<file path="src/rtl/ex_isa_pkg.sv">
`default_nettype none

package ex_isa_pkg;

    localparam int XLEN  = 32;
    localparam int REG_W = 5;

    typedef enum logic [1:0] {
        unit_alu = 2'd0,
        unit_mul = 2'd1,
        unit_br  = 2'd2
    } unit_e;

    typedef enum logic [3:0] {
        alu_add  = 4'd0,
        alu_sub  = 4'd1,
        alu_and  = 4'd2,
        alu_or   = 4'd3,
        alu_xor  = 4'd4,
        alu_nor  = 4'd5,
        alu_slt  = 4'd6,
        alu_sltu = 4'd7,
        alu_sll  = 4'd8,
        alu_srl  = 4'd9,
        alu_sra  = 4'd10,
        // passes imm straight through
        alu_lui  = 4'd11
    } alu_op_e;

    typedef enum logic [1:0] {
        mul_lo = 2'd0,
        mulh   = 2'd1,
        mulhu  = 2'd2
    } mul_op_e;

    typedef enum logic [2:0] {
        br_beq  = 3'd0,
        br_bne  = 3'd1,
        br_blt  = 3'd2,
        br_bge  = 3'd3,
        br_bltu = 3'd4,
        br_bgeu = 3'd5,
        br_b    = 3'd6,
        // links pc+4 into rd
        br_bl   = 3'd7
    } br_op_e;

    typedef struct packed {
        logic             valid;
        unit_e            unit;
        alu_op_e          alu_op;
        mul_op_e          mul_op;
        br_op_e           br_op;
        logic             use_imm;
        logic [REG_W-1:0] rd;
        logic [REG_W-1:0] rj;
        logic [REG_W-1:0] rk;
        logic [XLEN-1:0]  imm;
        logic [XLEN-1:0]  pc;
        // predicted next pc from fetch
        logic [XLEN-1:0]  pc_next;
    } issue_t;

endpackage

`default_nettype wire
</file>
<file path="src/rtl/ex_branch.sv">
`timescale 1ns/10ps
`default_nettype none

module ex_branch
    import ex_isa_pkg::*;
(
    input  wire  issue_t    ins,
    input  wire  [XLEN-1:0] opa,
    input  wire  [XLEN-1:0] opb,
    output logic [XLEN-1:0] link,
    output logic            mispredict,
    output logic [XLEN-1:0] target
);

    logic taken;

    always_comb begin
        case (ins.br_op)
            br_beq: begin
                taken = (opa == opb);
            end
            br_bne: begin
                taken = (opa != opb);
            end
            br_blt: begin
                taken = ($signed(opa) < $signed(opb));
            end
            br_bge: begin
                taken = ($signed(opa) >= $signed(opb));
            end
            br_bltu: begin
                taken = (opa < opb);
            end
            br_bgeu: begin
                taken = (opa >= opb);
            end
            br_b, br_bl: begin
                taken = 1'b1;
            end
            default: begin
                taken = 1'b0;
            end
        endcase
    end

    // fall-through pc doubles as the link value
    assign link = ins.pc + XLEN'(4);

    // actual next pc, taken or not
    assign target = taken ? ins.pc + ins.imm : link;

    assign mispredict = ins.valid && ins.unit == unit_br && target != ins.pc_next;

endmodule

`default_nettype wire

</file>
<file path="config.mk">
export PLATFORM = sky130hd
export DESIGN_NAME = ex_branch
export DESIGN_NICKNAME = d
export VERILOG_FILES = /design/src/rtl/ex_isa_pkg.sv /design/src/rtl/ex_branch.sv
export SDC_FILE = /design/constraint.sdc
export NUM_CORES = 1
export LEC_CHECK = 0
export BUFFER_PORTS_ARGS = -buffer_cell sky130_fd_sc_hd__buf_2
export CAP_MARGIN = 20
export CORE_MARGIN = 3
export CORE_UTILIZATION = 46
export DETAILED_ROUTE_END_ITERATION = 7
export PLACE_DENSITY = 0.94
export SYNTH_ARGS = -nofsm -noshare
export SYNTH_HDL_FRONTEND = slang
export SYNTH_SLANG_ARGS = --single-unit
export TNS_END_PERCENT = 10
</file>
<file path="constraint.sdc">
create_clock -name vclk -period 6
set_input_delay 0.9 -clock vclk [all_inputs]
set_output_delay 0.9 -clock vclk [all_outputs]
set_load 0.1 [all_outputs]
</file>
**Yosys cells after proc, flatten, opt, wreduce, memory -nomap -nowiden**

Cells that the tools add are included.

- $add $sub $neg: 2
- Multiply operators: 0
- Divide/modulo/power cells: 0
- Magnitude comparators: 4
- Equal/unequal tests: 11
- Shifts and indexed selects: 0
- Mux-type cells: 2
- Bitwise logic cells: 0
- Reduce and logical (&&, ||, !) cells: 4

Operators with widths:

| operator | number |
|---|---|
| 32-bit >= comparator | 2 |
| 32-bit < comparator | 2 |
| 32-bit != test | 2 |
| 32-bit by 3-bit adder with 32-bit output, second input constant | 1 |
| 32-bit adder | 1 |
| 32-bit == test | 1 |
| 32-bit 2-to-1 mux | 1 |
| 3-bit == test, second input constant | 4 |
| 1-bit one-hot mux with 7 select lines | 1 |
| 3-bit by 2-bit == test with 1-bit output, second input constant | 2 |
| 3-bit by 1-bit == test with 1-bit output, second input constant | 1 |
| 3-bit zero test | 1 |
| 2-bit == test, second input constant | 1 |
| 1-bit logical AND | 2 |
| 2-bit OR reduction | 1 |

- Register bits after elaboration: 0
- Latch bits: 0
- RAM bits: 0
- Memory bits (read-only): 0
- Output and inout port bits: 65
- Logic and storage cells: 23
- Memories: 0

**Logic depth before layout (Yosys ltp)**

- Depth after elaboration: 6
- Mapped depth: 17
- Mapped depth without buffers: 14

**Worst setup path before layout**

Ideal clock, no wire load.

- Path type: input -> output
- Start: input port ins[34] in the netlist's numbering
- End: output port mispredict
- Arrival: 7.069 ns
- Setup slack: -1.969 ns
- Stages: 12
- Path buffers: 0
- Path through: ha_1 nand3_1 or3_1 nor2_1 nand3_1 xnor2_1 nor2_1 a21oi_1 xnor2_1 nand3_1 nor4_1 a21oi_1

- Longest elaborated chain between the ends: 4

Ends and longest elaborated chain:

| what | RTL line | source |
|---|---|---|
| start: declaration | ex_branch.sv:7 | `input wire issue_t ins,` |
| 32-bit by 3-bit adder with 32-bit output | ex_branch.sv:47 | `assign link = ins.pc + XLEN'(4);` |
| named net link[26] | ex_branch.sv:10 | `output logic [XLEN-1:0] link,` |
| 32-bit 2-to-1 mux | ex_branch.sv:50 | `assign target = taken ? ins.pc + ins.imm : link;` |
| named net target[26] | ex_branch.sv:12 | `output logic [XLEN-1:0] target` |
| 32-bit != test | ex_branch.sv:52 | `assign mispredict = ins.valid && ins.unit == unit_br && target != ins.pc_next;` |
| 1-bit logical AND | ex_branch.sv:52 |  |
| end: declaration | ex_branch.sv:11 | `output logic mispredict,` |

The timed path passes the listed nets, and every way through them passes these cells.

**Worst setup path after layout**

- Start: input port opb[29]
- End: output port mispredict

- Longest elaborated chain between the ends: 5

Ends and longest elaborated chain:

| what | RTL line | source |
|---|---|---|
| start: declaration | ex_branch.sv:9 | `input wire [XLEN-1:0] opb,` |
| 32-bit >= comparator (tied with other cells) | ex_branch.sv:35 | `taken = (opa >= opb);` |
| 1-bit one-hot mux with 7 select lines * | ex_branch.sv:18 | `case (ins.br_op)` |
| 32-bit 2-to-1 mux * | ex_branch.sv:50 |  |
| 32-bit != test * | ex_branch.sv:52 |  |
| 1-bit logical AND * | ex_branch.sv:52 |  |

Every way passes the cells marked *; elsewhere a longest branch is shown, timed or not.

==> impl_metrics.yaml <==
global_routing:
  grt_use_total_pct: 27.9
  grt_pass1_wl_um: 23800
  grt_pass1_vias: 5234
  grt_max_degree: 20
  grt_overflow: 0
  antenna_found_initial: 0
synthesis:
  yosysWarnings: 0
  synth_nets: 862
  syn_area_per_cell_um2: 6.80
  yosysMostFrequentCell: "ha_1"
  netlist_top_cells_area: "ha_1, xor2_1, xnor2_1, a21oi_1, inv_1"
  synth_common_cells: "ha_1, a21oi_1, inv_1, nand2_1, nor2_1"
  synth.distinct_cells: 66
  yosys.area.top_type: "ha_1"
  yosysSeqAreaShare_pct: 0
  synth_top_area_share_pct: 19.3
  synth_cells: 609
  synthesis.area_mm2: 0.00414
critical_path:
  critPathMaxStageDelay_ns: 0.56
  path_max_fanout: 9
  path_class: "in2out"
  arrival_ns: 4.92
  slowest_stage: "or4_4"
  path_cells: "buf_2 -> inv_1 -> ha_1 -> nand4_2 -> or4_4 -> nor3_2 -> nor3b_2 -> or3b_4 -> nor3_4 -> buf_12 -> buf_4 -> mux2_2 -> xor2_1 -> nor3_1 -> nand4_1 -> nor4_1 -> buf_4 -> a21oi_4 -> buf_6"
  cp_num_buf_inv: 6
  crit_family: "simple AND/OR/NAND/NOR gates"
  cp.required_ns: 5.10
  critPathCaptureType: "output port"
  critPathMostFrequentCell: "buf_4"
  worst_setup_path_start_kind: "input pin"
finish:
  seq_cells: 0
  nClkBuffers: 0
  antennaDiodeCount: 0
  seqCellArea_um2: 0
  final_layout_size_suffix_gt1_share_pct: 35.3
  design_area_mm2: 0.00578
  syn_to_final_growth_pct: 39.6
  nFillCells: 722
  fin_nets: 1113
timing:
  clock.fmax_mhz: 172
  setup_tns_ns: 0
  slew_viol_final: 0
  period_share_pct: 97.0
  period_needed_ns: 5.82
  setup_viol: 0
  setup_ws_ns: 0.179
  relSlewSlack_pct: 65.8
  hold_violations: 0
  rsz0062_at_grt: "no"
  tightest_slew_ns: 0.517
drt:
  drt_iter0_drc: 271
  dr.pass1.iters: 5
  final_antenna_net_count: 0
  vias_per_cell: 5.76
  wire_per_inst_um: 15.8
  vias: 5549
  drc_errors: 0
  drt_wl_total_um: 15200
placement:
  placement.cell_area_mm2: 0.00572
  preCtsSetupSlack_ns: -0.112
  place_congestion: 0.915
  port_buffers: 231
  dp_hpwl_um: 13400
floorplan:
  rows: 33
  die_h_um: 101
  io_pins: 253
  core_mm2: 0.00846
  die_width_um: 101
  start_util_pct: 48.9
  fp.dieArea_mm2: 0.0102
min_path:
  whs_endpoint: "link[0]"
  hp-start: "ins[32]"
  whs_path_depth: 2
  hp-class: "in2out"
power:
  irDropWorstVdd_v: 0.000226
  p_seq_share_pct: 0
  p_sw_uw: 829
  p_per_area_mw_per_mm2: 197
  clockPowerShare_pct: 0
  power_frac_comb_pct: 100.0
  p_leak_uw: 0.00301
  intPower_uw: 307
  p_sw_share_pct: 73.0
cts:
  cts_hold_buffers: 0
outcome:
  status: "completed"
job:
  max_cap_viol_count: 0
==> worst max-delay path by stage <==
stage / endpoint / cells past startpoint / slack (ns) / from
after floorplan: mispredict / 16 / -0.16 / opb[31]
after global placement: mispredict / 18 / -0.08 / opb[29]
after detailed placement: mispredict / 18 / -0.11 / opb[29]
after CTS: mispredict / 18 / 0.02 / opb[29]
after global routing: mispredict / 18 / 0.03 / opb[29]
final: mispredict / 19 / 0.18 / opb[29]
==> metal layers <==
metal | wire, um | part of all wire [%] | global-route usage [%] | vias up
li1 | - | - | - | 2732
met1 | 5880 | 39 | 33.0 | 2529
met2 | 7580 | 50 | 51.8 | 261
met3 | 1470 | 9.6 | 4.98 | 27
met4 | 288 | 1.9 | 6.44 | 0
met5 | 0 | 0 | 0 | -
==> layout make-up <==
cell class / instances / area [um^2] / share of cell area, %
multi-input cells: 538 / 4020 / 69.4
repair buffers: 265 / 1430 / 24.7
inverters: 55 / 206 / 3.57
well taps: 105 / 131 / 2.27
==> kinds of logic (layout without fill, tap and decap cells) <==
kind of cell               Yosys count  in the layout  synth area share (%)
and+or+nand+nor                    214            214                  27.2
AOI/OAI and AO/OA                  168            168                  26.0
xor gates and xnor gates            80             80                  17.2
buffers and inverters               71            320                  6.77
adders and majority gates           65             65                  19.8
muxes                               11             11                  2.96
==> per-stage QoR <==
step / power, uW / hold WS [ns] / cells / util, %
after floorplan: 867 / 2.01 / 609 / -
after global routing: 1200 / 2.23 / 963 / 68.3
after global placement: 1100 / 2.22 / 962 / 67.6
after CTS: 1120 / 2.22 / 963 / 67.8
after detailed placement: 1110 / 2.22 / 962 / 67.6
final: 1140 / 2.22 / 963 / 68.3
==> power groups by stage <==
stage | registers, uW | clock network [uW] | logic [uW]
floorplan | 0 | 0 | 867
global placement | 0 | 0 | 1100
detailed placement | 0 | 0 | 1110
CTS | 0 | 0 | 1120
global route | 0 | 0 | 1200
finish | 0 | 0 | 1140
==> cells in the final DEF, fill, tap and decap left out, types with 7 or more instances in the layout <==
cell type	n
a211oi_1	11
a21o_1	11
a21oi_1	51
a31oi_1	9
and3_1	9
buf_2	230
buf_4	33
ha_1	64
inv_1	55
nand2_1	49
nand3_1	29
nand4_1	22
nor2_1	43
nor3_1	17
o21a_1	7
o21ai_0	25
or3_1	9
xnor2_1	33
xor2_1	41
==> timing repair <==
item / 4_1_cts / 5_1_grt
pin swaps: 1 / 0
resized for setup: 0 / 11
hold endpoints to repair: 0 / 0
buffers inserted: 1 / 0
endpoints found under the setup margin: 1 / 1
(Power assumes the default switching activity.)
