`config.mk`:
```
export PLATFORM = sky130hd
export DESIGN_NAME = ex_mul
export DESIGN_NICKNAME = d
export VERILOG_FILES = /design/src/rtl/ex_isa_pkg.sv /design/src/rtl/ex_pipe_pkg.sv /design/src/rtl/ex_mul.sv
export SDC_FILE = /design/constraint.sdc
export NUM_CORES = 2
export LEC_CHECK = 0
export BUFFER_PORTS_ARGS = -buffer_cell sky130_fd_sc_hd__clkbuf_2
export CORE_MARGIN = 5
export CORE_UTILIZATION = 60
export DETAILED_ROUTE_END_ITERATION = 7
export GPL_TIMING_DRIVEN = 1
export PLACE_DENSITY = 0.8
export SLEW_MARGIN = 10
export SYNTH_ARGS = -nofsm -noshare
export SYNTH_HDL_FRONTEND = slang
export SYNTH_SLANG_ARGS = --single-unit
```
`constraint.sdc`:
```
create_clock -name clk -period 14.6 [get_ports clk]
set_input_delay 2.92 -clock clk [delete_from_list [all_inputs] [get_ports clk]]
set_output_delay 2.92 -clock clk [all_outputs]
set_load 0.05 [all_outputs]
```
`src/rtl/ex_isa_pkg.sv`:
```
`default_nettype none

package ex_isa_pkg;

    localparam int XLEN  = 32;
    localparam int REG_W = 5;

    typedef enum logic [1:0] {
        unit_alu = 2'd0,
        unit_mul = 2'd1,
        unit_br  = 2'd2
    } unit_e;

    typedef enum logic [3:0] {
        alu_add  = 4'd0,
        alu_sub  = 4'd1,
        alu_and  = 4'd2,
        alu_or   = 4'd3,
        alu_xor  = 4'd4,
        alu_nor  = 4'd5,
        alu_slt  = 4'd6,
        alu_sltu = 4'd7,
        alu_sll  = 4'd8,
        alu_srl  = 4'd9,
        alu_sra  = 4'd10,
        // passes imm straight through
        alu_lui  = 4'd11
    } alu_op_e;

    typedef enum logic [1:0] {
        mul_lo = 2'd0,
        mulh   = 2'd1,
        mulhu  = 2'd2
    } mul_op_e;

    typedef enum logic [2:0] {
        br_beq  = 3'd0,
        br_bne  = 3'd1,
        br_blt  = 3'd2,
        br_bge  = 3'd3,
        br_bltu = 3'd4,
        br_bgeu = 3'd5,
        br_b    = 3'd6,
        // links pc+4 into rd
        br_bl   = 3'd7
    } br_op_e;

    typedef struct packed {
        logic             valid;
        unit_e            unit;
        alu_op_e          alu_op;
        mul_op_e          mul_op;
        br_op_e           br_op;
        logic             use_imm;
        logic [REG_W-1:0] rd;
        logic [REG_W-1:0] rj;
        logic [REG_W-1:0] rk;
        logic [XLEN-1:0]  imm;
        logic [XLEN-1:0]  pc;
        // predicted next pc from fetch
        logic [XLEN-1:0]  pc_next;
    } issue_t;

endpackage

`default_nettype wire
```
`src/rtl/ex_pipe_pkg.sv`:
```
`default_nettype none

package ex_pipe_pkg;

    import ex_isa_pkg::*;

    // one result on its way to the register file
    typedef struct packed {
        logic             valid;
        logic [REG_W-1:0] rd;
        logic [XLEN-1:0]  data;
    } slot_t;

    // multiplier state between its two halves
    typedef struct packed {
        logic             valid;
        logic [REG_W-1:0] rd;
        mul_op_e          mul_op;
        logic [XLEN-1:0]  hh;
        logic [XLEN-1:0]  hl;
        logic [XLEN-1:0]  lh;
        logic [XLEN-1:0]  ll;
    } mul_mid_t;

    typedef struct packed {
        logic            flush;
        logic [XLEN-1:0] pc;
    } redirect_t;

endpackage

`default_nettype wire

```
`src/rtl/ex_mul.sv`:
```
`timescale 1ns/10ps
`default_nettype none

module ex_mul
    import ex_isa_pkg::*;
    import ex_pipe_pkg::*;
(
    input  wire             clk,
    input  wire             rst,
    input  wire  issue_t    ins,
    input  wire  [XLEN-1:0] opa,
    input  wire  [XLEN-1:0] opb,
    output mul_mid_t        pend,
    output slot_t           out
);

    logic               sgn;
    logic signed [16:0] ah;
    logic signed [16:0] al;
    logic signed [16:0] bh;
    logic signed [16:0] bl;
    logic signed [33:0] pp_hh;
    logic signed [33:0] pp_hl;
    logic signed [33:0] pp_lh;
    logic signed [33:0] pp_ll;

    // stage 1: only the upper halves carry a sign
    assign sgn = (ins.mul_op == mulh);
    assign ah  = {sgn & opa[31], opa[31:16]};
    assign al  = {1'b0, opa[15:0]};
    assign bh  = {sgn & opb[31], opb[31:16]};
    assign bl  = {1'b0, opb[15:0]};

    assign pp_hh = ah * bh;
    assign pp_hl = ah * bl;
    assign pp_lh = al * bh;
    assign pp_ll = al * bl;

    // every partial product fits in one word
    always_ff @(posedge clk) begin
        if (rst) begin
            pend.valid <= 1'b0;
        end else begin
            pend.valid  <= ins.valid && ins.unit == unit_mul;
            pend.rd     <= ins.rd;
            pend.mul_op <= ins.mul_op;
            pend.hh     <= pp_hh[XLEN-1:0];
            pend.hl     <= pp_hl[XLEN-1:0];
            pend.lh     <= pp_lh[XLEN-1:0];
            pend.ll     <= pp_ll[XLEN-1:0];
        end
    end

    // stage 2
    logic          sx;
    logic [63:0]   hh_x;
    logic [63:0]   hl_x;
    logic [63:0]   lh_x;
    logic [63:0]   prod;

    assign sx   = (pend.mul_op == mulh);
    assign hh_x = {{32{sx & pend.hh[31]}}, pend.hh};
    assign hl_x = {{32{sx & pend.hl[31]}}, pend.hl};
    assign lh_x = {{32{sx & pend.lh[31]}}, pend.lh};

    // ll is always unsigned
    assign prod = (hh_x << 32) + (hl_x << 16) + (lh_x << 16) + {32'd0, pend.ll};

    always_comb begin
        out.valid = pend.valid;
        out.rd    = pend.rd;
        out.data  = (pend.mul_op == mul_lo) ? prod[31:0] : prod[63:32];
    end

endmodule

`default_nettype wire

```
# Word level (Yosys, flattened, before mapping)
# Index checks and enable logic that the tools add are counted.
word_totals:
  reg_bits: 136
  latchBits: 0
  mem_bits_rw: 0
  romBits: 0
  inputBits: 190
  out_inout_bits: 174
  elab_cells: 24
  mem_count: 0
op_classes:
  add_sub_neg: 3
  n_mul: 4
  n_div: 0
  order_cmp: 0
  n_eq_ne: 3
  shift: 0
  n_mux: 1
  bitwise: 4
  n_reduce_logical: 2
ops:
  columns: ["cell", "n"]
  rows:
  - ["$add 64x64->64", 2]
  - ["$mul 17x17->32", 3]
  - ["$add 64x32->64", 1]
  - ["$mul 16x16->32", 1]
  - ["$mux 32", 1]
  - ["$eq 2x1->1 const B", 3]
  - ["$and 1x1->1", 4]
  - ["$logic_not 2->1", 1]
  - ["$logic_and 1x1->1", 1]

# Longest topological paths before layout
depth:
  ltp_word: 6
  depth_mapped: 27
  depth_no_buf: 25

# Worst setup path after synthesis
# No wires, ideal clock.
synth_timing:
  kind: "input -> register"
  start: "input ins[115] (netlist bit)"
  end: "register pend[127] (netlist bit) (data pin)"
  setup_ns: 0.260
  arrival_time_ns: 8.959
  required_time_ns: 14.340
  path_slack_ns: 5.381
  stages: 26
  path_buffers: 2
  cell_sequence: "nor2b_1 > and2_1 > clkbuf_1 > clkbuf_1 > nand2_1 > inv_1 > fa_1 > inv_1 > fa_1 > fa_1 > fa_1 > inv_1 > fa_1 > inv_1 > fa_1 > inv_1 > ha_1 > and3_1 > nor4b_1 > o21ai_0 > o211ai_1 > o2111ai_1 > o211a_1 > o21bai_1 > a21oi_1 > xnor2_1"
synth_between:
  elab_chain_len: 3
synth_lines:
  columns: ["item", "line", "source"]
  rows:
  - ["start: declaration", "ex_mul.sv:10", "input wire issue_t ins,"]
  - ["$eq 2x1->1 (*)", "ex_mul.sv:28", "assign sgn = (ins.mul_op == mulh);"]
  - ["$and 1x1->1, on equally long branches", "ex_mul.sv:29, ex_mul.sv:31", null]
  - ["$mul 17x17->32 (*)", "ex_mul.sv:34", "assign pp_hh = ah * bh;"]
  - ["via pp_hh[31]", "ex_mul.sv:22", "logic signed [33:0] pp_hh;"]
  - ["end: declaration", "ex_mul.sv:13", "output mul_mid_t pend,"]
# The timed path passes the listed nets; every way through them passes the cells marked *.
# A chain may end at the register's enable or synchronous reset.

# Final worst setup path
# Ends and elaborated chain as after synthesis.

==> reports/metrics.cfg <==
[clock_tree]
cts.reportedPaths.clkPinSlew_ns=0.07
cts_resized=0
root_buffer=clkbuf_16
numCtsBuffers=17
tritoncts=done
cts.htree.levels=4
post_cts_buffers=0
hold_buffers=0
clock-sinks=136
clk_path_buf_depth=2

[sta]
setup_violations=0
fmax_mhz=100
period_share=0.683
relSlewSlack=0.286
tightest_slew_ns=1.07
final.setup.tns_ns=0
maxSlewViolCount=0
period_needed_ns=9.97
grt_setup_unrepaired=false
final_hold_viol_count=0

[flow_run]
maxCapViolCount=0

[critical_path]
cp.required_ns=14.82
critPathBufInv=7
cpMostUsedCell=fa_1
critPathArrivalTime_ns=10.19
endpoint_kind=flip-flop
slowest_delay_ns=0.78
path_delay_family=adder cells
cp_max_fo=18
path_class=in -> reg
start_kind=input pin
crit_path_top_delay_cell=and2_1

[die]
coreArea_um2=75900
rows=101
io-pin-count=364
die_h_um=287
start_util=0.605
die_w_um=287
fp.dieArea_um2=82200

[layout]
multi_input_area_um2=36600
syn2layout_area_growth_pct=5.48
regArea_um2=4070
nNetsFinal=6696
drive_gt1_frac=0.0698
n_fill_cell=6038

[global_routing]
grt_max_degree=71
grt_pass1_vias=37200
antenna_found_initial=12
grt_usage=0.310
grt_first_pass_wirelength_um=199000
grt_overflow_total=0

[yosys]
syn-cell-area_um2=46000
syn_inst=4997
yosys_warnings=0
synth_flop_cell=edfxtp_1
synth_fp_nets=6618
synth_edf_count=135
async_flop_share=0
synth.distinct_cells=69
synth_seq_cells=136
ys_seq_area_frac=0.0886
syn_area_per_cell_um2=9.20

[route]
vias_per_cell=5.62
routed-via-count=34400
drt-initial-drc-count=2695
dr.pass1.iters=6
ant_nets=0
drc=0
wl_um=123000
wire_per_inst_um=20.1

[min_path]
hold_depth=2
hp-class=in -> reg
min_to=out[37]
hold_path_startpoint=ins[122]

[placed_design]
hpwlAfterDp_um=94500
io_buffers=249
gp_congestion=0.966

[outcome]
status=complete, no violations

-- sequential cells by signal (all words and copies together) (netlist names) --
signal,count
pend,130
out,6
-- synthesized netlist by cell type, types with 38 or more instances --
master,count,area (um^2)
fa_1,1000,20000
inv_1,1188,4460
a21o_1,51,383
xnor2_1,141,1230
xor2_1,38,333
o21ai_0,101,505
nor2_1,104,390
ha_1,431,5390
edfxtp_1,135,4050
and2_1,426,2670
clkbuf_1,215,807
a21oi_1,125,626
nand2_1,712,2670
-- how the worst max path moves through the flow --
stage / startpoint / endpoint / slack, ns / cells after the start
after floorplan: ins[115] / pend[127] / 5.38 / 26
after global placement: ins[115] / pend[127] / 4.48 / 26
after detailed placement: ins[115] / pend[127] / 4.28 / 26
after CTS: ins[115] / pend[127] / 4.74 / 26
after global routing: opa[31] / pend[127] / 4.35 / 25
final: ins[115] / pend[127] / 4.63 / 26
-- per-layer routing --
| metal | global-route usage | wire length (um) | share of wire | vias up |
|---|---|---|---|---|
| met5 | 0 | 43 | 0.00035 | - |
| met4 | 0.153 | 7480 | 0.061 | 8 |
| li1 | - | - | - | 15100 |
| met3 | 0.0747 | 12200 | 0.099 | 350 |
| met2 | 0.503 | 57200 | 0.47 | 1544 |
| met1 | 0.393 | 46100 | 0.37 | 17500 |
-- cell type report --
class,instances,area share
Timing Repair Buffer,281,0.0307
Sequential cell,136,0.0840
Tap cell,1030,0.0266
Clock buffer,18,0.00885
Multi-Input combinational cell,3451,0.754
Antenna cell,5,0.000258
Inverter,1188,0.0921
Clock inverter,14,0.00302
-- logic make-up (layout without fill, tap and decap cells) --
| family | Yosys count | count (layout) | share of synthesized area |
|---|---|---|---|
| adders and majority gates | 1431 | 1431 | 0.553 |
| buffers and inverters | 1410 | 1501 | 0.116 |
| and+or+nand+nor | 1394 | 1394 | 0.145 |
| AOI/OAI and AO/OA | 444 | 444 | 0.0631 |
| xor gates and xnor gates | 179 | 179 | 0.0341 |
| DFF | 136 | 136 | 0.0886 |
| muxes | 3 | 3 | 0.000681 |
| other | 0 | 5 | 0 |
-- metrics by stage --
step / setup WS (ns) / cell area, um^2 / hold WS [ns] / utilization / cells
detailed placement: 4.28 / 47900 / 3.09 / 0.631 / 6086
floorplan: 5.38 / 46000 / 3.00 / - / 4997
CTS: 4.74 / 48500 / 2.60 / 0.638 / 6118
finish: 4.63 / 48500 / 2.61 / 0.638 / 6123
global placement: 4.48 / 47900 / 3.08 / 0.631 / 6086
global route: 4.35 / 48500 / 2.61 / 0.638 / 6119
-- placed cells by master, fill, tap and decap left out, types with 18 or more instances in the layout --
cell	count
edfxtp_1	135
inv_1	1187
xor2_1	38
fa_1	1000
a21oi_1	125
clkbuf_2	249
nand3_1	28
o21bai_1	28
ha_1	431
nand2b_1	18
a21o_1	51
buf_4	32
and3_1	22
o21a_1	26
and2_1	426
nor2_1	103
o21ai_0	101
nand2_1	712
xnor2_1	141
or2_2	21
Power is not shown: default switching activity piles up to over one toggle a cycle in this logic, so the estimate is an artifact.
