<file path="src/rtl/ex_isa_pkg.sv">
`default_nettype none

package ex_isa_pkg;

    localparam int XLEN  = 32;
    localparam int REG_W = 5;

    typedef enum logic [1:0] {
        unit_alu = 2'd0,
        unit_mul = 2'd1,
        unit_br  = 2'd2
    } unit_e;

    typedef enum logic [3:0] {
        alu_add  = 4'd0,
        alu_sub  = 4'd1,
        alu_and  = 4'd2,
        alu_or   = 4'd3,
        alu_xor  = 4'd4,
        alu_nor  = 4'd5,
        alu_slt  = 4'd6,
        alu_sltu = 4'd7,
        alu_sll  = 4'd8,
        alu_srl  = 4'd9,
        alu_sra  = 4'd10,
        // passes imm straight through
        alu_lui  = 4'd11
    } alu_op_e;

    typedef enum logic [1:0] {
        mul_lo = 2'd0,
        mulh   = 2'd1,
        mulhu  = 2'd2
    } mul_op_e;

    typedef enum logic [2:0] {
        br_beq  = 3'd0,
        br_bne  = 3'd1,
        br_blt  = 3'd2,
        br_bge  = 3'd3,
        br_bltu = 3'd4,
        br_bgeu = 3'd5,
        br_b    = 3'd6,
        // links pc+4 into rd
        br_bl   = 3'd7
    } br_op_e;

    typedef struct packed {
        logic             valid;
        unit_e            unit;
        alu_op_e          alu_op;
        mul_op_e          mul_op;
        br_op_e           br_op;
        logic             use_imm;
        logic [REG_W-1:0] rd;
        logic [REG_W-1:0] rj;
        logic [REG_W-1:0] rk;
        logic [XLEN-1:0]  imm;
        logic [XLEN-1:0]  pc;
        // predicted next pc from fetch
        logic [XLEN-1:0]  pc_next;
    } issue_t;

endpackage

`default_nettype wire
</file>
<file path="src/rtl/ex_pipe_pkg.sv">
`default_nettype none

package ex_pipe_pkg;

    import ex_isa_pkg::*;

    // one result on its way to the register file
    typedef struct packed {
        logic             valid;
        logic [REG_W-1:0] rd;
        logic [XLEN-1:0]  data;
    } slot_t;

    // multiplier state between its two halves
    typedef struct packed {
        logic             valid;
        logic [REG_W-1:0] rd;
        mul_op_e          mul_op;
        logic [XLEN-1:0]  hh;
        logic [XLEN-1:0]  hl;
        logic [XLEN-1:0]  lh;
        logic [XLEN-1:0]  ll;
    } mul_mid_t;

    typedef struct packed {
        logic            flush;
        logic [XLEN-1:0] pc;
    } redirect_t;

endpackage

`default_nettype wire

</file>
<file path="src/rtl/ex_bypass.sv">
`timescale 1ns/10ps
`default_nettype none

module ex_bypass
    import ex_isa_pkg::*;
    import ex_pipe_pkg::*;
(
    input  wire  issue_t    issue0,
    input  wire  issue_t    issue1,
    input  wire  [XLEN-1:0] rf0,
    input  wire  [XLEN-1:0] rf1,
    input  wire  [XLEN-1:0] rf2,
    input  wire  [XLEN-1:0] rf3,
    input  wire  slot_t     mid0,
    input  wire  slot_t     mid1,
    input  wire  mul_mid_t  mul_pend,
    input  wire  slot_t     wb0,
    input  wire  slot_t     wb1,
    output logic [XLEN-1:0] opa0,
    output logic [XLEN-1:0] opb0,
    output logic [XLEN-1:0] opa1,
    output logic [XLEN-1:0] opb1,
    output logic            mul_hazard
);

    // youngest producer first
    function automatic logic [XLEN-1:0] fwd(
        input logic [REG_W-1:0] src,
        input logic [XLEN-1:0]  rf_val,
        input slot_t            m1,
        input slot_t            m0,
        input slot_t            w1,
        input slot_t            w0
    );
        logic [XLEN-1:0] val;
        val = rf_val;
        if (src != '0) begin
            if (m1.valid && m1.rd == src) begin
                val = m1.data;
            end else if (m0.valid && m0.rd == src) begin
                val = m0.data;
            end else if (w1.valid && w1.rd == src) begin
                val = w1.data;
            end else if (w0.valid && w0.rd == src) begin
                val = w0.data;
            end
        end
        return val;
    endfunction

    // rk is read unless an alu op takes imm instead
    function automatic logic reads_reg(input issue_t ins, input logic [REG_W-1:0] r);
        logic rk_used;
        rk_used = !ins.use_imm || ins.unit != unit_alu;
        return ins.valid && r != '0 && (ins.rj == r || (rk_used && ins.rk == r));
    endfunction

    assign opa0 = fwd(issue0.rj, rf0, mid1, mid0, wb1, wb0);
    assign opb0 = fwd(issue0.rk, rf1, mid1, mid0, wb1, wb0);
    assign opa1 = fwd(issue1.rj, rf2, mid1, mid0, wb1, wb0);
    assign opb1 = fwd(issue1.rk, rf3, mid1, mid0, wb1, wb0);

    // product only exists once it reaches writeback
    assign mul_hazard = mul_pend.valid &&
                        (reads_reg(issue0, mul_pend.rd) || reads_reg(issue1, mul_pend.rd));

endmodule

`default_nettype wire

</file>
<file path="config.mk">
export PLATFORM = sky130hd
export DESIGN_NAME = ex_bypass
export DESIGN_NICKNAME = d
export VERILOG_FILES = /design/src/rtl/ex_isa_pkg.sv /design/src/rtl/ex_pipe_pkg.sv /design/src/rtl/ex_bypass.sv
export SDC_FILE = /design/constraint.sdc
export NUM_CORES = 1
export LEC_CHECK = 0
export BUFFER_PORTS_ARGS = -buffer_cell sky130_fd_sc_hd__buf_2
export CORE_AREA = 8 8 302 304
export DETAILED_ROUTE_END_ITERATION = 16
export DIE_AREA = 0 0 310 312
export PLACE_DENSITY_LB_ADDON = 0.2
export SLEW_MARGIN = 20
export SYNTH_ARGS = -nofsm -noshare
export SYNTH_HDL_FRONTEND = slang
export SYNTH_SLANG_ARGS = --single-unit
</file>
<file path="constraint.sdc">
create_clock -name vclk -period 2.49
set_input_delay 0.498 -clock vclk [all_inputs]
set_output_delay 0.498 -clock vclk [all_outputs]
set_load 0.005 [all_outputs]
</file>
* Yosys cells after proc, flatten, opt, wreduce, memory -nomap -nowiden
Cells that the tools add are included.
Word-level totals: register bits after elaboration 0, output and inout bits 129, word-level logic and storage cells 77, input bits 664
Operators by class: muxes and demuxes 20, reductions and logical operators 37, equality and inequality tests 20
Operators by type and width (number):
- two-way mux 32 bit | 20
- equality test 5 bit | 20
- nonzero test 5 bit | 5
- logical AND 1 bit | 23
- logical OR 1 bit | 5
- nonzero test 2 bit | 2
- logical NOT 1 bit | 2

* Depth between registers and ports, before layout
depth after elaboration 7, depth in mapped cells 8, mapped depth without buffers 5

* Least setup slack after synthesis
Ideal clock, no wire load.
path type in2out, from input port issue1[97] (netlist bit), to output port opb1[11], data arrival time 1.943 ns, path buffers 2, stages 7, slack 0.049 ns, data required time 1.992 ns, path through buf_2 xor2_1 nor3_2 and3_1 clkbuf_1 o311ai_1 a21oi_1
On the way: longest elaborated chain between the ends 7, elaborated cells on any way between the ends 14, classes of those cells eq/ne (4); mux (5); reduce/logical (5)
Ends and longest elaborated chain:
- from (decl) | line ex_bypass.sv:9 | input wire issue_t issue1,
- equality test 5 bit | line ex_bypass.sv:44 | end else if (w0.valid && w0.rd == src) begin
- logical AND 1 bit | line ex_bypass.sv:44
- two-way mux 32 bit | line ex_bypass.sv:44
- two-way mux 32 bit | line ex_bypass.sv:42 | end else if (w1.valid && w1.rd == src) begin
- two-way mux 32 bit | line ex_bypass.sv:40 | end else if (m0.valid && m0.rd == src) begin
- two-way mux 32 bit | line ex_bypass.sv:38 | if (m1.valid && m1.rd == src) begin
- two-way mux 32 bit * | line ex_bypass.sv:37 | if (src != '0) begin
- to (decl) | line ex_bypass.sv:22 | output logic [XLEN-1:0] opb1,
Every way passes the cells marked *; elsewhere a longest branch is shown, timed or not.

* Final worst setup path
from input port issue0[96] (netlist bit), to output port opb0[20]
On the way: longest elaborated chain between the ends 7, elaborated cells on any way between the ends 14, classes of those cells eq/ne (4); mux (5); reduce/logical (5)
Ends and longest elaborated chain:
- from (decl) | line ex_bypass.sv:8 | input wire issue_t issue0,
- equality test 5 bit | line ex_bypass.sv:44
- logical AND 1 bit | line ex_bypass.sv:44
- two-way mux 32 bit | line ex_bypass.sv:44
- two-way mux 32 bit | line ex_bypass.sv:42
- two-way mux 32 bit | line ex_bypass.sv:40
- two-way mux 32 bit | line ex_bypass.sv:38
- two-way mux 32 bit * | line ex_bypass.sv:37
- to (decl) | line ex_bypass.sv:20 | output logic [XLEN-1:0] opb0,
Marked as above.

==> results by stage <==
Finish:
- Excluding fillers, the count of instances in the completed layout stands at 3260.
- In the final layout, the multi-input gates occupy 11800 um2.
- Counting the fill cells in the layout gives 9507.
- The share of cells above drive strength 1 is 62.9%.
- The register area is 0 um2.
- The area growth from synthesis to final layout is 125%.
- Sequential cells placed in the final layout were counted as 0.
- The final net count is about 2800.
- The library cell used most frequently in the layout, excluding fill and tap cells, is sky130_fd_sc_hd__buf_2.
- The utilization after layout is approximately a quarter.
- In the layout the commonest cells are sky130_fd_sc_hd__buf_2 (398), sky130_fd_sc_hd__buf_4 (176), sky130_fd_sc_hd__a21oi_2 (134).
- The number of clock-tree buffers in the layout is 0.
- After routing the design area is approximately 21000 um2.

Setup path:
- The type of element capturing the critical path is an output pin.
- The startpoint type of the worst setup path is an input port.
- Of all nets on the critical path, the largest fanout is 6.
- The critical path data arrival time is 2.35 ns.
- The worst setup path category is in2out.
- The critical path starts at issue0[96].
- The data required time of the worst path is 1.99 ns.

STA:
- For the pin with the worst max-slew slack, the measured transition is between 0.5 and 0.6 ns.
- Setup repair after global routing could not meet its margin everywhere.
- The worst slew margin relative to its limit is 65.9%.
- Setup violations remaining at the end of the flow were counted as 128.
- The maximum clock frequency is around 350 MHz.
- After layout, the minimum clock period comes to 2.84 ns.
- The worst hold slack is between 1 and 1.5 ns.
- The count of pins over their slew limit was 0.
- Summed over all failing endpoints, the final setup total negative slack is -32.71 ns.
- The final hold violation count is 0.
- After layout, the worst path uses 114% of the clock period.
- The worst setup slack after layout is -0.353 ns.

Power and ir drop:
- Cell internal power was estimated by the tool at 1.81 mW.
- Combinational cells account for 100.0% of the total power.
- The static power due to leakage is 7.87 nW.
- In this run switching power makes up 56.5% of total power.
- The fraction of power consumed by sequential logic is 0%.
- The power spent charging and discharging nets is 2.35 mW.
- The final total power is 4.17 mW.
- The worst vdd rail ir drop is 0.0000988 V.
- The share of total power in the clock network is 0%.
- Power spread over the standard cell area amounts to 197 nW/um2.

Floorplan:
- The height of the die is ~310 um.
- The floorplan has 108 rows.
- The die area is 96700 um2.
- The number of placed I/O pins is just under 800.
- Once the floorplan was initialized, standard cells occupied between 10% and 20% of the core.
- After floorplanning, the core was sized to cover 86200 um2.
- The horizontal extent of the die is 310 um.

Synth:
- Of all cell types, the one taking the most synthesized area is sky130_fd_sc_hd__a21oi_1.
- For this run, the number of Yosys warnings is 0.
- The synthesized instance count is 1479.
- In this run the cell area of the synthesized design comes to 9400 um2.
- Sequential cells were found to cover 0% of the synthesized design area.
- In the post-synthesis netlist, the biggest area contributors are sky130_fd_sc_hd__a21oi_1 (14%), sky130_fd_sc_hd__o311ai_1 (8.8%), sky130_fd_sc_hd__o22ai_1 (8.5%).
- Dividing the synthesized area by the synthesized cell count gives 6.35 um2.
- The number of unique standard cell types used by synthesis is 43.
- The fraction of post-synthesis cell area in the top cell type by area is 13.7%.
- The net count after synthesis is 2143.

Min path:
- The class of the most critical hold timing path is in2out.
- In this run the most critical hold path is launched from issue1[123].

Routing:
- The detailed-routing iteration count for the pre-antenna-repair pass is 6.
- The DRC violation total after the first TritonRoute iteration is 1713.
- The number of routed nets with antenna violations is 0.
- In the routed layout, each cell is associated on average with a via count of 5.08.
- In the routed design, unresolved DRC markers number 0.
- The via count of the routed design is 16600.
- The wire length after detailed routing is 110000 um.
- The post-detailed-route wirelength per cell is 33.7 um.

Place:
- At the end of routability-driven placement, the weighted congestion stood at about 0.90.
- The wire-length estimate of the detail-placed layout is ~74000 um.
- Before CTS, the worst setup slack after placement is -0.860 ns.
- The cell area after placement is 14900 um2.
- The number of placed instances with taps included is 3113.
- The number of input and output port buffers inserted is about 440.

GRT:
- The global-route wire length before repair is 141000 um.
- Entering global routing, the biggest net connects 37 pins.
- The number of antenna violations at the first check in global routing is 24.
- The total overflow left after global routing is 0.
- The combined global-route utilization of all metal layers is slightly above 20%.
- The via count of the first global-routing pass was 16800.

Status:
- The flow ran to the end, but the final reports show violations.
- The checks that failed: setup timing.

Flow run:
- The reported max-cap violation count is 0.

Clocking:
- The number of hold buffers added after CTS is 0.
==> power groups by stage <==
stage	Sequential (mW)	Combinational, mW	Clock, mW
finish	0	4.17	0.000000237
global route	0	4.31	0.000000108
CTS	0	3.81	0
detailed placement	0	3.08	0
global placement	0	3.09	0
floorplan	0	1.22	0
==> worst max-delay path, cell delays in order <==
cell	delay (ns)
sky130_fd_sc_hd__buf_12	0.11
sky130_fd_sc_hd__xor2_4	0.18
sky130_fd_sc_hd__nor4_4	0.35
sky130_fd_sc_hd__buf_6	0.17
sky130_fd_sc_hd__buf_12	0.15
sky130_fd_sc_hd__buf_4	0.15
sky130_fd_sc_hd__buf_4	0.11
sky130_fd_sc_hd__a21boi_1	0.07
sky130_fd_sc_hd__o311ai_2	0.27
sky130_fd_sc_hd__a21oi_1	0.11
sky130_fd_sc_hd__buf_2	0.14
==> Yosys cell counts (29+ instances only) <==
cell type / n
sky130_fd_sc_hd__xnor2_1: 29
sky130_fd_sc_hd__nor2b_1: 32
sky130_fd_sc_hd__o311ai_1: 94
sky130_fd_sc_hd__a21boi_1: 31
sky130_fd_sc_hd__o311ai_0: 29
sky130_fd_sc_hd__a21oi_1: 257
sky130_fd_sc_hd__buf_2: 38
sky130_fd_sc_hd__o22ai_1: 128
sky130_fd_sc_hd__nand3_1: 74
sky130_fd_sc_hd__and3_1: 124
sky130_fd_sc_hd__nand3b_1: 93
sky130_fd_sc_hd__clkbuf_1: 124
sky130_fd_sc_hd__nand2b_1: 46
sky130_fd_sc_hd__xor2_1: 68
sky130_fd_sc_hd__nand2_1: 41
sky130_fd_sc_hd__nor3_1: 42
sky130_fd_sc_hd__a21boi_0: 96
==> what timing repair did <==
item                       CTS  global route
pin swaps                  182           164
buffers inserted            83            44
gates resized for setup    527           339
setup endpoints to repair  129           129
cloned                      31            12
==> final cells by class <==
| class | instances | area share, % |
|---|---|---|
| Tap cell | 1155 | 6.85 |
| Multi-Input combinational cell | 1273 | 56.1 |
| Antenna cell | 5 | 0.0593 |
| Timing Repair Buffer | 827 | 37.0 |
==> final timing paths <==
| check | endpoint | cells after the start |
|---|---|---|
| worst min-delay path | mul_hazard | 4 |
| worst max-delay path | opb0[20] | 11 |
==> metal layers <==
metal	track usage (%)	up-vias	part of all wire [%]
met4	5.30	16	3.9
met1	27.6	8225	44
met3	4.95	222	8.9
li1	-	6934	-
met2	32.1	1154	43
met5	0	-	0.092
==> cells by family (layout without fill, tap and decap cells) <==
| logic type | after synthesis | count (layout) | synth area share, % |
|---|---|---|---|
| other | 0 | 5 | 0 |
| buffers and inverters | 206 | 827 | 10.7 |
| AO/OA/AOI/OAI | 655 | 655 | 45.5 |
| AND/OR/NAND/NOR | 518 | 518 | 34.3 |
| XOR/XNOR | 100 | 100 | 9.56 |
Note: power is estimated with default switching activity, not from simulation.
