<file path="src/rtl/ex_isa_pkg.sv">
`default_nettype none

package ex_isa_pkg;

    localparam int XLEN  = 32;
    localparam int REG_W = 5;

    typedef enum logic [1:0] {
        unit_alu = 2'd0,
        unit_mul = 2'd1,
        unit_br  = 2'd2
    } unit_e;

    typedef enum logic [3:0] {
        alu_add  = 4'd0,
        alu_sub  = 4'd1,
        alu_and  = 4'd2,
        alu_or   = 4'd3,
        alu_xor  = 4'd4,
        alu_nor  = 4'd5,
        alu_slt  = 4'd6,
        alu_sltu = 4'd7,
        alu_sll  = 4'd8,
        alu_srl  = 4'd9,
        alu_sra  = 4'd10,
        // passes imm straight through
        alu_lui  = 4'd11
    } alu_op_e;

    typedef enum logic [1:0] {
        mul_lo = 2'd0,
        mulh   = 2'd1,
        mulhu  = 2'd2
    } mul_op_e;

    typedef enum logic [2:0] {
        br_beq  = 3'd0,
        br_bne  = 3'd1,
        br_blt  = 3'd2,
        br_bge  = 3'd3,
        br_bltu = 3'd4,
        br_bgeu = 3'd5,
        br_b    = 3'd6,
        // links pc+4 into rd
        br_bl   = 3'd7
    } br_op_e;

    typedef struct packed {
        logic             valid;
        unit_e            unit;
        alu_op_e          alu_op;
        mul_op_e          mul_op;
        br_op_e           br_op;
        logic             use_imm;
        logic [REG_W-1:0] rd;
        logic [REG_W-1:0] rj;
        logic [REG_W-1:0] rk;
        logic [XLEN-1:0]  imm;
        logic [XLEN-1:0]  pc;
        // predicted next pc from fetch
        logic [XLEN-1:0]  pc_next;
    } issue_t;

endpackage

`default_nettype wire
</file>
<file path="src/rtl/ex_alu.sv">
`timescale 1ns/10ps
`default_nettype none

module ex_alu
    import ex_isa_pkg::*;
(
    input  wire  issue_t    ins,
    input  wire  [XLEN-1:0] opa,
    input  wire  [XLEN-1:0] opb,
    output logic [XLEN-1:0] result
);

    logic [XLEN-1:0] b_val;
    logic [4:0]      shamt;

    assign b_val = ins.use_imm ? ins.imm : opb;
    assign shamt = b_val[4:0];

    always_comb begin
        case (ins.alu_op)
            alu_add: begin
                result = opa + b_val;
            end
            alu_sub: begin
                result = opa - b_val;
            end
            alu_and: begin
                result = opa & b_val;
            end
            alu_or: begin
                result = opa | b_val;
            end
            alu_xor: begin
                result = opa ^ b_val;
            end
            alu_nor: begin
                result = ~(opa | b_val);
            end
            alu_slt: begin
                result = {{(XLEN-1){1'b0}}, $signed(opa) < $signed(b_val)};
            end
            alu_sltu: begin
                result = {{(XLEN-1){1'b0}}, opa < b_val};
            end
            alu_sll: begin
                result = opa << shamt;
            end
            alu_srl: begin
                result = opa >> shamt;
            end
            alu_sra: begin
                result = $unsigned($signed(opa) >>> shamt);
            end
            alu_lui: begin
                result = ins.imm;
            end
            default: begin
                result = '0;
            end
        endcase
    end

endmodule

`default_nettype wire

</file>
<file path="config.mk">
export PLATFORM = sky130hd
export DESIGN_NAME = ex_alu
export DESIGN_NICKNAME = d
export VERILOG_FILES = /design/src/rtl/ex_isa_pkg.sv /design/src/rtl/ex_alu.sv
export SDC_FILE = /design/constraint.sdc
export NUM_CORES = 1
export LEC_CHECK = 0
export ABC_AREA = 1
export BUFFER_PORTS_ARGS = -buffer_cell sky130_fd_sc_hd__buf_2
export CORE_UTILIZATION = 35
export DETAILED_ROUTE_END_ITERATION = 8
export PLACE_DENSITY_LB_ADDON = 0.08
export SKIP_LAST_GASP = 1
export SYNTH_ARGS = -nofsm -noshare
export SYNTH_HDL_FRONTEND = slang
export SYNTH_SLANG_ARGS = --single-unit
</file>
<file path="constraint.sdc">
create_clock -name vclk -period 4.35
set_input_delay 0.87 -clock vclk [all_inputs]
set_output_delay 0.87 -clock vclk [all_outputs]
set_load 0.05 [all_outputs]
</file>
# --- After elaboration in Yosys (flattened, before gate mapping) ---
# Index checks and enable logic that the tools add are counted.
# Widths: inputs -> output; s select.
word_totals:
  output_inout_bits: 32
  register_bits: 0
  elab_cells: 25
  in_bits: 188
op_classes:
  n_shift: 3
  eq_ne: 11
  magnitude_cmp: 2
  mux: 2
  add_sub_neg: 2
  bitwise_logic: 4
  reduce_logical: 1
ops:
  columns: ["op", "count"]
  rows:
  - ["$pmux 32 s12", 1]
  - ["$lt 32x32->1", 2]
  - ["$add 32x32->32", 1]
  - ["$and 32x32->32", 1]
  - ["$mux 32", 1]
  - ["$not 32->32", 1]
  - ["$or 32x32->32", 1]
  - ["$shl 32x5->32", 1]
  - ["$shr 32x5->32", 1]
  - ["$sshr 32x5->32", 1]
  - ["$sub 32x32->32", 1]
  - ["$xor 32x32->32", 1]
  - ["$eq 4x3->1 const B", 4]
  - ["$eq 4x4->1 const B", 4]
  - ["$eq 4x2->1 const B", 2]
  - ["$eq 4x1->1 const B", 1]
  - ["$logic_not 4->1", 1]

# --- Longest topological paths before layout ---
# Gate-level depths: netlist of the first run.
depth:
  word_depth: 4
  depth_mapped: 21
  mapped_depth_nobuf: 18

# --- Least setup slack after synthesis of the first run ---
# OpenSTA, ideal clock, no wires.
synth_timing:
  kind: "input-to-output"
  startpoint: "in ins[111] (netlist name)"
  endpoint: "out result[20]"
  required_ns: 3.480
  cell_stages: 19
  t_arrival_ns: 3.512
  path_buffers: 4
  setup_slack_ns: -0.032
  cell_sequence: "buf_6 clkbuf_1 clkbuf_1 o21ai_0 ha_1 clkbuf_1 nand2_1 nor2_1 inv_1 nor2_1 nand2_1 nand3_1 nand2_1 nand2_1 nand2_1 nand2_1 nor2_1 nor2_1 nand3_1"
synth_via:
  elab_chain_cells: 4
  elab_cells_between_ends: 11
  cone_classes: "add/sub: 2; shift: 3; mux: 2; bitwise: 4"
synth_rtl:
  columns: ["element", "line", "rtl"]
  rows:
  - ["start: declaration", "ex_alu.sv:7", "input wire issue_t ins,"]
  - ["$mux 32 *", "ex_alu.sv:16", "assign b_val = ins.use_imm ? ins.imm : opb;"]
  - ["parallel branches: the longest is 2 deep, another holds $sub 32x32->32", null, null]
  - ["$pmux 32 s12 *", "ex_alu.sv:20", "case (ins.alu_op)"]
  - ["end: declaration", "ex_alu.sv:10", "output logic [XLEN-1:0] result"]
# Mark *: on every way between the ends.

# --- Final worst setup path of the first run ---
layout_timing:
  startpoint: "in ins[111] (netlist name)"
  endpoint: "out result[22]"
# Same word-level chain as after synthesis.

==> metrics.yaml, run 1 <==
worst_setup_path:
  path_delay_family: "simple AND/OR/NAND/NOR gates"
  crit_fanout: 9
  crit_path_end_kind: "output pin"
  worst-setup-path-type: "in -> out"
  critical_path.startpoint_type: "input pin"
  cpPeakStageDelay_ns: 0.37
  required_ns: 3.48
  cp_cell_sequence: "buf_6 > inv_4 > buf_12 > nand2_4 > nand2_8 > ha_2 > inv_1 > fa_2 > inv_2 > nand3_1 > nand3_2 > buf_4 > nand2_1 > nand2_2 > nand4_1 > nand3_1 > nand2_1 > nand3_1 > nand4_1 > buf_6"
  crit_arrival_ns: 3.45
  path_buf_inv: 7
  slowest_stage: "fa_2"
  path_common_cell: "nand3_1"
routing:
  totalWireLength_um: 63900
  topRoutingLayerUsed: "met4"
  wl_met1_um: 26000
  drt-wirelength-per-cell_um: 21.5
  routed_via_density: 5.66
  drcViolationCount: 0
  wl_met2_um: 29200
  num_vias: 16817
  drt_iter0_markers: 2067
  drt_pre_antenna_iters: 6
  ant_nets: 0
  route.met3.wl_um: 5470
power:
  power.density_nw_per_um2: 173
  ir_worst_vdd_uv: 94.7
  leakage_nw: 8.14
timing:
  finalHoldViolCount: 0
  max_slew_margin: 0.558
  final.period_utilization: 0.993
  tightest_slew_ns: 0.661
  min_period_ns: 4.32
  maxSlewViolCount: 0
  fmax_mhz: 231
  setup-violations-final: 0
  rsz0062_at_grt: "yes"
  whs_ns: 2.32
layout:
  final_cell_mix: "nand2_1 (616), nand3_1 (452), buf_4 (354)"
  antennaDiodeCount: 0
  clock_buffers: 0
  drive_gt1_frac: 0.270
  design.seq.count: 0
  area_growth_pct: 42.7
  final_common_cell: "nand2_1"
  register_area_um2: 0
  nNetsFinal: 2869
  fin_cells: 2969
  utilization: 0.509
synth:
  synth_cells: 2166
  ys_seq_area_frac: 0
  syn-num-nets: 2454
  netlist_area_um2: 10600
  avgSynthCellArea_um2: 4.90
  synth_warnings: 0
  synth_cell_types: 44
floorplan:
  die_h_um: 176
  die_x_um: 176
  initial_utilization: 0.357
  num_rows: 63
  pin_count: 220
  placeableCoreArea_um2: 29700
  dieArea_um2: 31000
global_route:
  antenna_found_initial: 0
  grt_use_total: 0.399
  grt_pass1_vias: 15217
  grt_pass1_wl_um: 92600
  grt_max_degree: 70
  overflow: 0
outcome:
  status: "complete, no violations"
placed_design:
  dp_hpwl_um: 53500
  io_buffers: 133
  placed_cells: 2961
  routabilityCongestion: 1.05
flow_run:
  drv_cap: 0
min_path:
  holdPathStages: 4
  min-delay-start: "ins[65]"
  min_to: "result[1]"
  hold_path_class: "in -> out"
## metal layers
| metal | vias to the layer above | global-route usage |
|---|---|---|
| met2 | 877 | 0.667 |
| met4 | 0 | 0.154 |
| li1 | 8016 | - |
| met3 | 172 | 0.0349 |
| met1 | 7752 | 0.526 |
| met5 | - | 0 |
## worst max path at each step
stage / slack [ns] / end / from / depth (start not counted)
2_1_floorplan: 0.0003 / result[28] / ins[111] / 17
3_3_place_gp: -0.21 / result[13] / ins[111] / 18
3_5_place_dp: -0.26 / result[13] / ins[111] / 19
4_1_cts: -0.06 / result[17] / ins[111] / 18
5_1_grt: -0.04 / result[14] / ins[111] / 19
6_report: 0.03 / result[22] / ins[111] / 20
## kinds of logic after synthesis
| family | after synthesis | share of synthesized area |
|---|---|---|
| fa+ha+maj | 100 | 0.119 |
| buf+inv | 375 | 0.143 |
| compound gates | 312 | 0.169 |
| simple gates | 1375 | 0.565 |
| xor+xnor | 4 | 0.00330 |
## worst min-delay path: cells and delay by family
kind            cells  cell delay [ns]
buf+inv             2             0.37
compound gates      1             0.11
simple gates        1             0.10
## layout make-up
| type | count | area [um^2] |
|---|---|---|
| Fill cell | 3360 | 14600 |
| Multi-Input combinational cell | 1791 | 9800 |
| Timing Repair Buffer | 502 | 3770 |
| Inverter | 286 | 1080 |
| Tap cell | 390 | 488 |
## metrics by stage
step | worst slack (ns) | power, W | TNS (ns) | area (um^2)
5_1_grt | -0.0366 | 0.00279 | -0.224 | 15100
4_1_cts | -0.0574 | 0.00241 | -0.0574 | 14400
2_1_floorplan | 0.000252 | 0.00129 | 0 | 10600
3_5_place_dp | -0.260 | 0.00236 | -3.13 | 14200
3_3_place_gp | -0.206 | 0.00234 | -2.42 | 14200
6_report | 0.0286 | 0.00262 | 0 | 15100
## what timing repair did
action | in CTS | in global routing
hold buffers | 0 | 0
gates cloned | 0 | 2
endpoints found under the setup margin | 25 | 30
pin swaps | 4 | 30
setup buffers | 1 | 5
gates resized for setup | 64 | 203
## cells in the mapped netlist (2+ instances only)
cell type,number,area share
nand2_1,641,0.23
nor2_1,172,0.061
nand2_8,2,0.0038
o21ai_0,122,0.058
a211oi_1,12,0.0085
o21bai_1,11,0.0078
o21ai_1,9,0.0042
nand3_1,475,0.22
a221oi_1,5,0.0041
buf_4,6,0.0042
xor2_1,4,0.0033
buf_2,33,0.016
nor2_2,4,0.0024
nor3_1,20,0.0094
a21o_1,2,0.0014
fa_1,2,0.0038
or2_2,7,0.0041
a21oi_1,92,0.043
a21boi_0,2,0.0014
buf_1,3,0.0011
o22ai_1,17,0.010
o21ai_2,3,0.0025
nand4_1,31,0.018
clkbuf_1,42,0.015
and3_1,3,0.0018
o2111ai_1,5,0.0041
inv_1,274,0.097
ha_1,98,0.12
nand2_4,2,0.0021
a31oi_1,2,0.0012
clkinv_1,6,0.0021
and2_1,2,0.0012
nand3b_1,5,0.0035
nand2_2,9,0.0053
inv_2,6,0.0021
o221ai_1,6,0.0050
nor4_1,2,0.0012
o211ai_1,20,0.014
buf_6,4,0.0042
## where the power goes
part           leakage, nW  internal, W  switching, W
clock network            0            0             0
registers                0            0             0
logic                 8.14     0.000976       0.00164
total                 8.14     0.000976       0.00164
Power figures use the tool's default switching activity.
==> run 2, diff against run 1 <==
- CORE_ASPECT_RATIO: default -> 1.75
- GPL_ROUTABILITY_DRIVEN: default -> 0
- clock period: 4.35 -> 4.6 ns (I/O delays scaled with it)
==> run 2 against run 1 <==
Net effect: sequential cell count did not move; wire length down 2.8%; via count decreased by 1.8%; die area about the same; sequential share of layout area unchanged; global-route usage down 0.81 points; final cell count fell by 3.9%; first-iteration DRC count down 20%; non-clock buffer count shrank 114; critical path type unchanged.
==> metrics.yaml, run 2 (synthesis gave the netlist of run 1 again) <==
outcome:
  status: "complete, no violations"
min_path:
  min_to: "result[1]"
  hold_path_class: "in -> out"
  holdPathStages: 4
  min-delay-start: "ins[65]"
timing:
  fmax_mhz: 218
  tightest_slew_ns: 0.753
  final.period_utilization: 0.995
  rsz0062_at_grt: "yes"
  finalSetupTns_ns: 0
  maxSlewViolCount: 0
  setup-violations-final: 0
  finalHoldViolCount: 0
  setup_ws_ns: 0.0217
  max_slew_margin: 0.498
  min_period_ns: 4.58
worst_setup_path:
  worst-setup-path-type: "in -> out"
  crit_fanout: 34
  crit_arrival_ns: 3.66
  crit_path_end_kind: "output pin"
  required_ns: 3.68
  startpoint: "ins[111]"
  critical_path.startpoint_type: "input pin"
global_route:
  antenna_found_initial: 4
  overflow: 0
  grt_pass1_vias: 15630
  grt_use_total: 0.391
  grt_max_degree: 69
  grt_pass1_wl_um: 90800
placed_design:
  pre_cts_ws_ns: -0.0330
  io_buffers: 133
  dp_hpwl_um: 50700
floorplan:
  placeableCoreArea_um2: 30000
  die_x_um: 134
  dieArea_um2: 31000
  initial_utilization: 0.354
  num_rows: 84
  die_h_um: 232
  pin_count: 220
layout:
  clock_buffers: 0
  nNetsFinal: 2755
  utilization: 0.462
  register_area_um2: 0
  area_growth_pct: 30.5
  final_cell_mix: "nand2_1 (636), nand3_1 (471), inv_1 (272)"
  final_common_cell: "nand2_1"
  drive_gt1_frac: 0.198
  design.seq.count: 0
clock_network:
  postCtsHoldBufs: 0
routing:
  num_vias: 16513
  totalWireLength_um: 62100
  ant_nets: 0
  drt-wirelength-per-cell_um: 21.8
  drt_pre_antenna_iters: 6
  routed_via_density: 5.79
  drt_iter0_markers: 1644
  drcViolationCount: 0
power:
  leakage_nw: 7.48
  ir_worst_vdd_uv: 69.4
  power.density_nw_per_um2: 166
  report.power.total_w: 0.00229
flow_run:
  drv_cap: 0
## run 2: cell types whose count changed in the layout (fill, tap and decap cells not counted), moves of 19 or more
cell | before | now
buf_4 | 354 | 243
nand2_1 | 616 | 636
nand2_2 | 33 | 14
nand3_1 | 452 | 471
nor2_1 | 128 | 154
nor2_2 | 41 | 20
## run 2: how the worst max path moves through the flow
stage            endpoint  cells after the start
5_1_grt        result[24]                     20
2_1_floorplan  result[20]                     19
3_5_place_dp   result[27]                     18
6_report       result[13]                     15
3_3_place_gp   result[23]                     17
4_1_cts        result[23]                     15
## run 2: critical path, cell delays in order
cell and delay, ns:
buf_12 0.13, buf_16 0.17, o21ai_2 0.30, ha_2 0.39
a21oi_1 0.26, o21ai_0 0.20, nor2_1 0.23, o21ai_1 0.10
buf_4 0.17, xor2_1 0.14, nor2_1 0.08, nor2_1 0.06
buf_4 0.14, nand2_1 0.08, buf_2 0.26
## run 2: repair_timing
item	CTS	global route
gates cloned	0	1
gates resized for setup	5	117
setup endpoints to repair	6	28
setup buffers	0	9
pin swaps	0	13
## run 2: report_power, final
group	internal [W]	switching, W	total [W]
sequential	0	0	0
combinational	0.000808	0.00148	0.00229
clock	0.0000000000291	0	0.0000000000291
total	0.000808	0.00148	0.00229
## run 2: layout make-up
cell class         count  area, um^2
inverters            286        1080
diodes                 1        2.50
repair buffers       388        2880
fillers             3471       16100
multi-input cells   1791        9400
well taps            387         484
## run 2: per-stage QoR
stage / cells / hold WS, ns / instance area [um^2]
3_3_place_gp: 2843 / 2.40 / 13400
2_1_floorplan: 2166 / 2.22 / 10600
5_1_grt: 2853 / 2.40 / 13800
6_report: 2853 / 2.41 / 13800
3_5_place_dp: 2843 / 2.41 / 13400
4_1_cts: 2843 / 2.41 / 13400
## run 2: routing by layer
metal  track usage  routed length [um]
met5             0                  27
met2         0.679               29000
met3        0.0709                4710
met1         0.401               21500
met4         0.339                6860
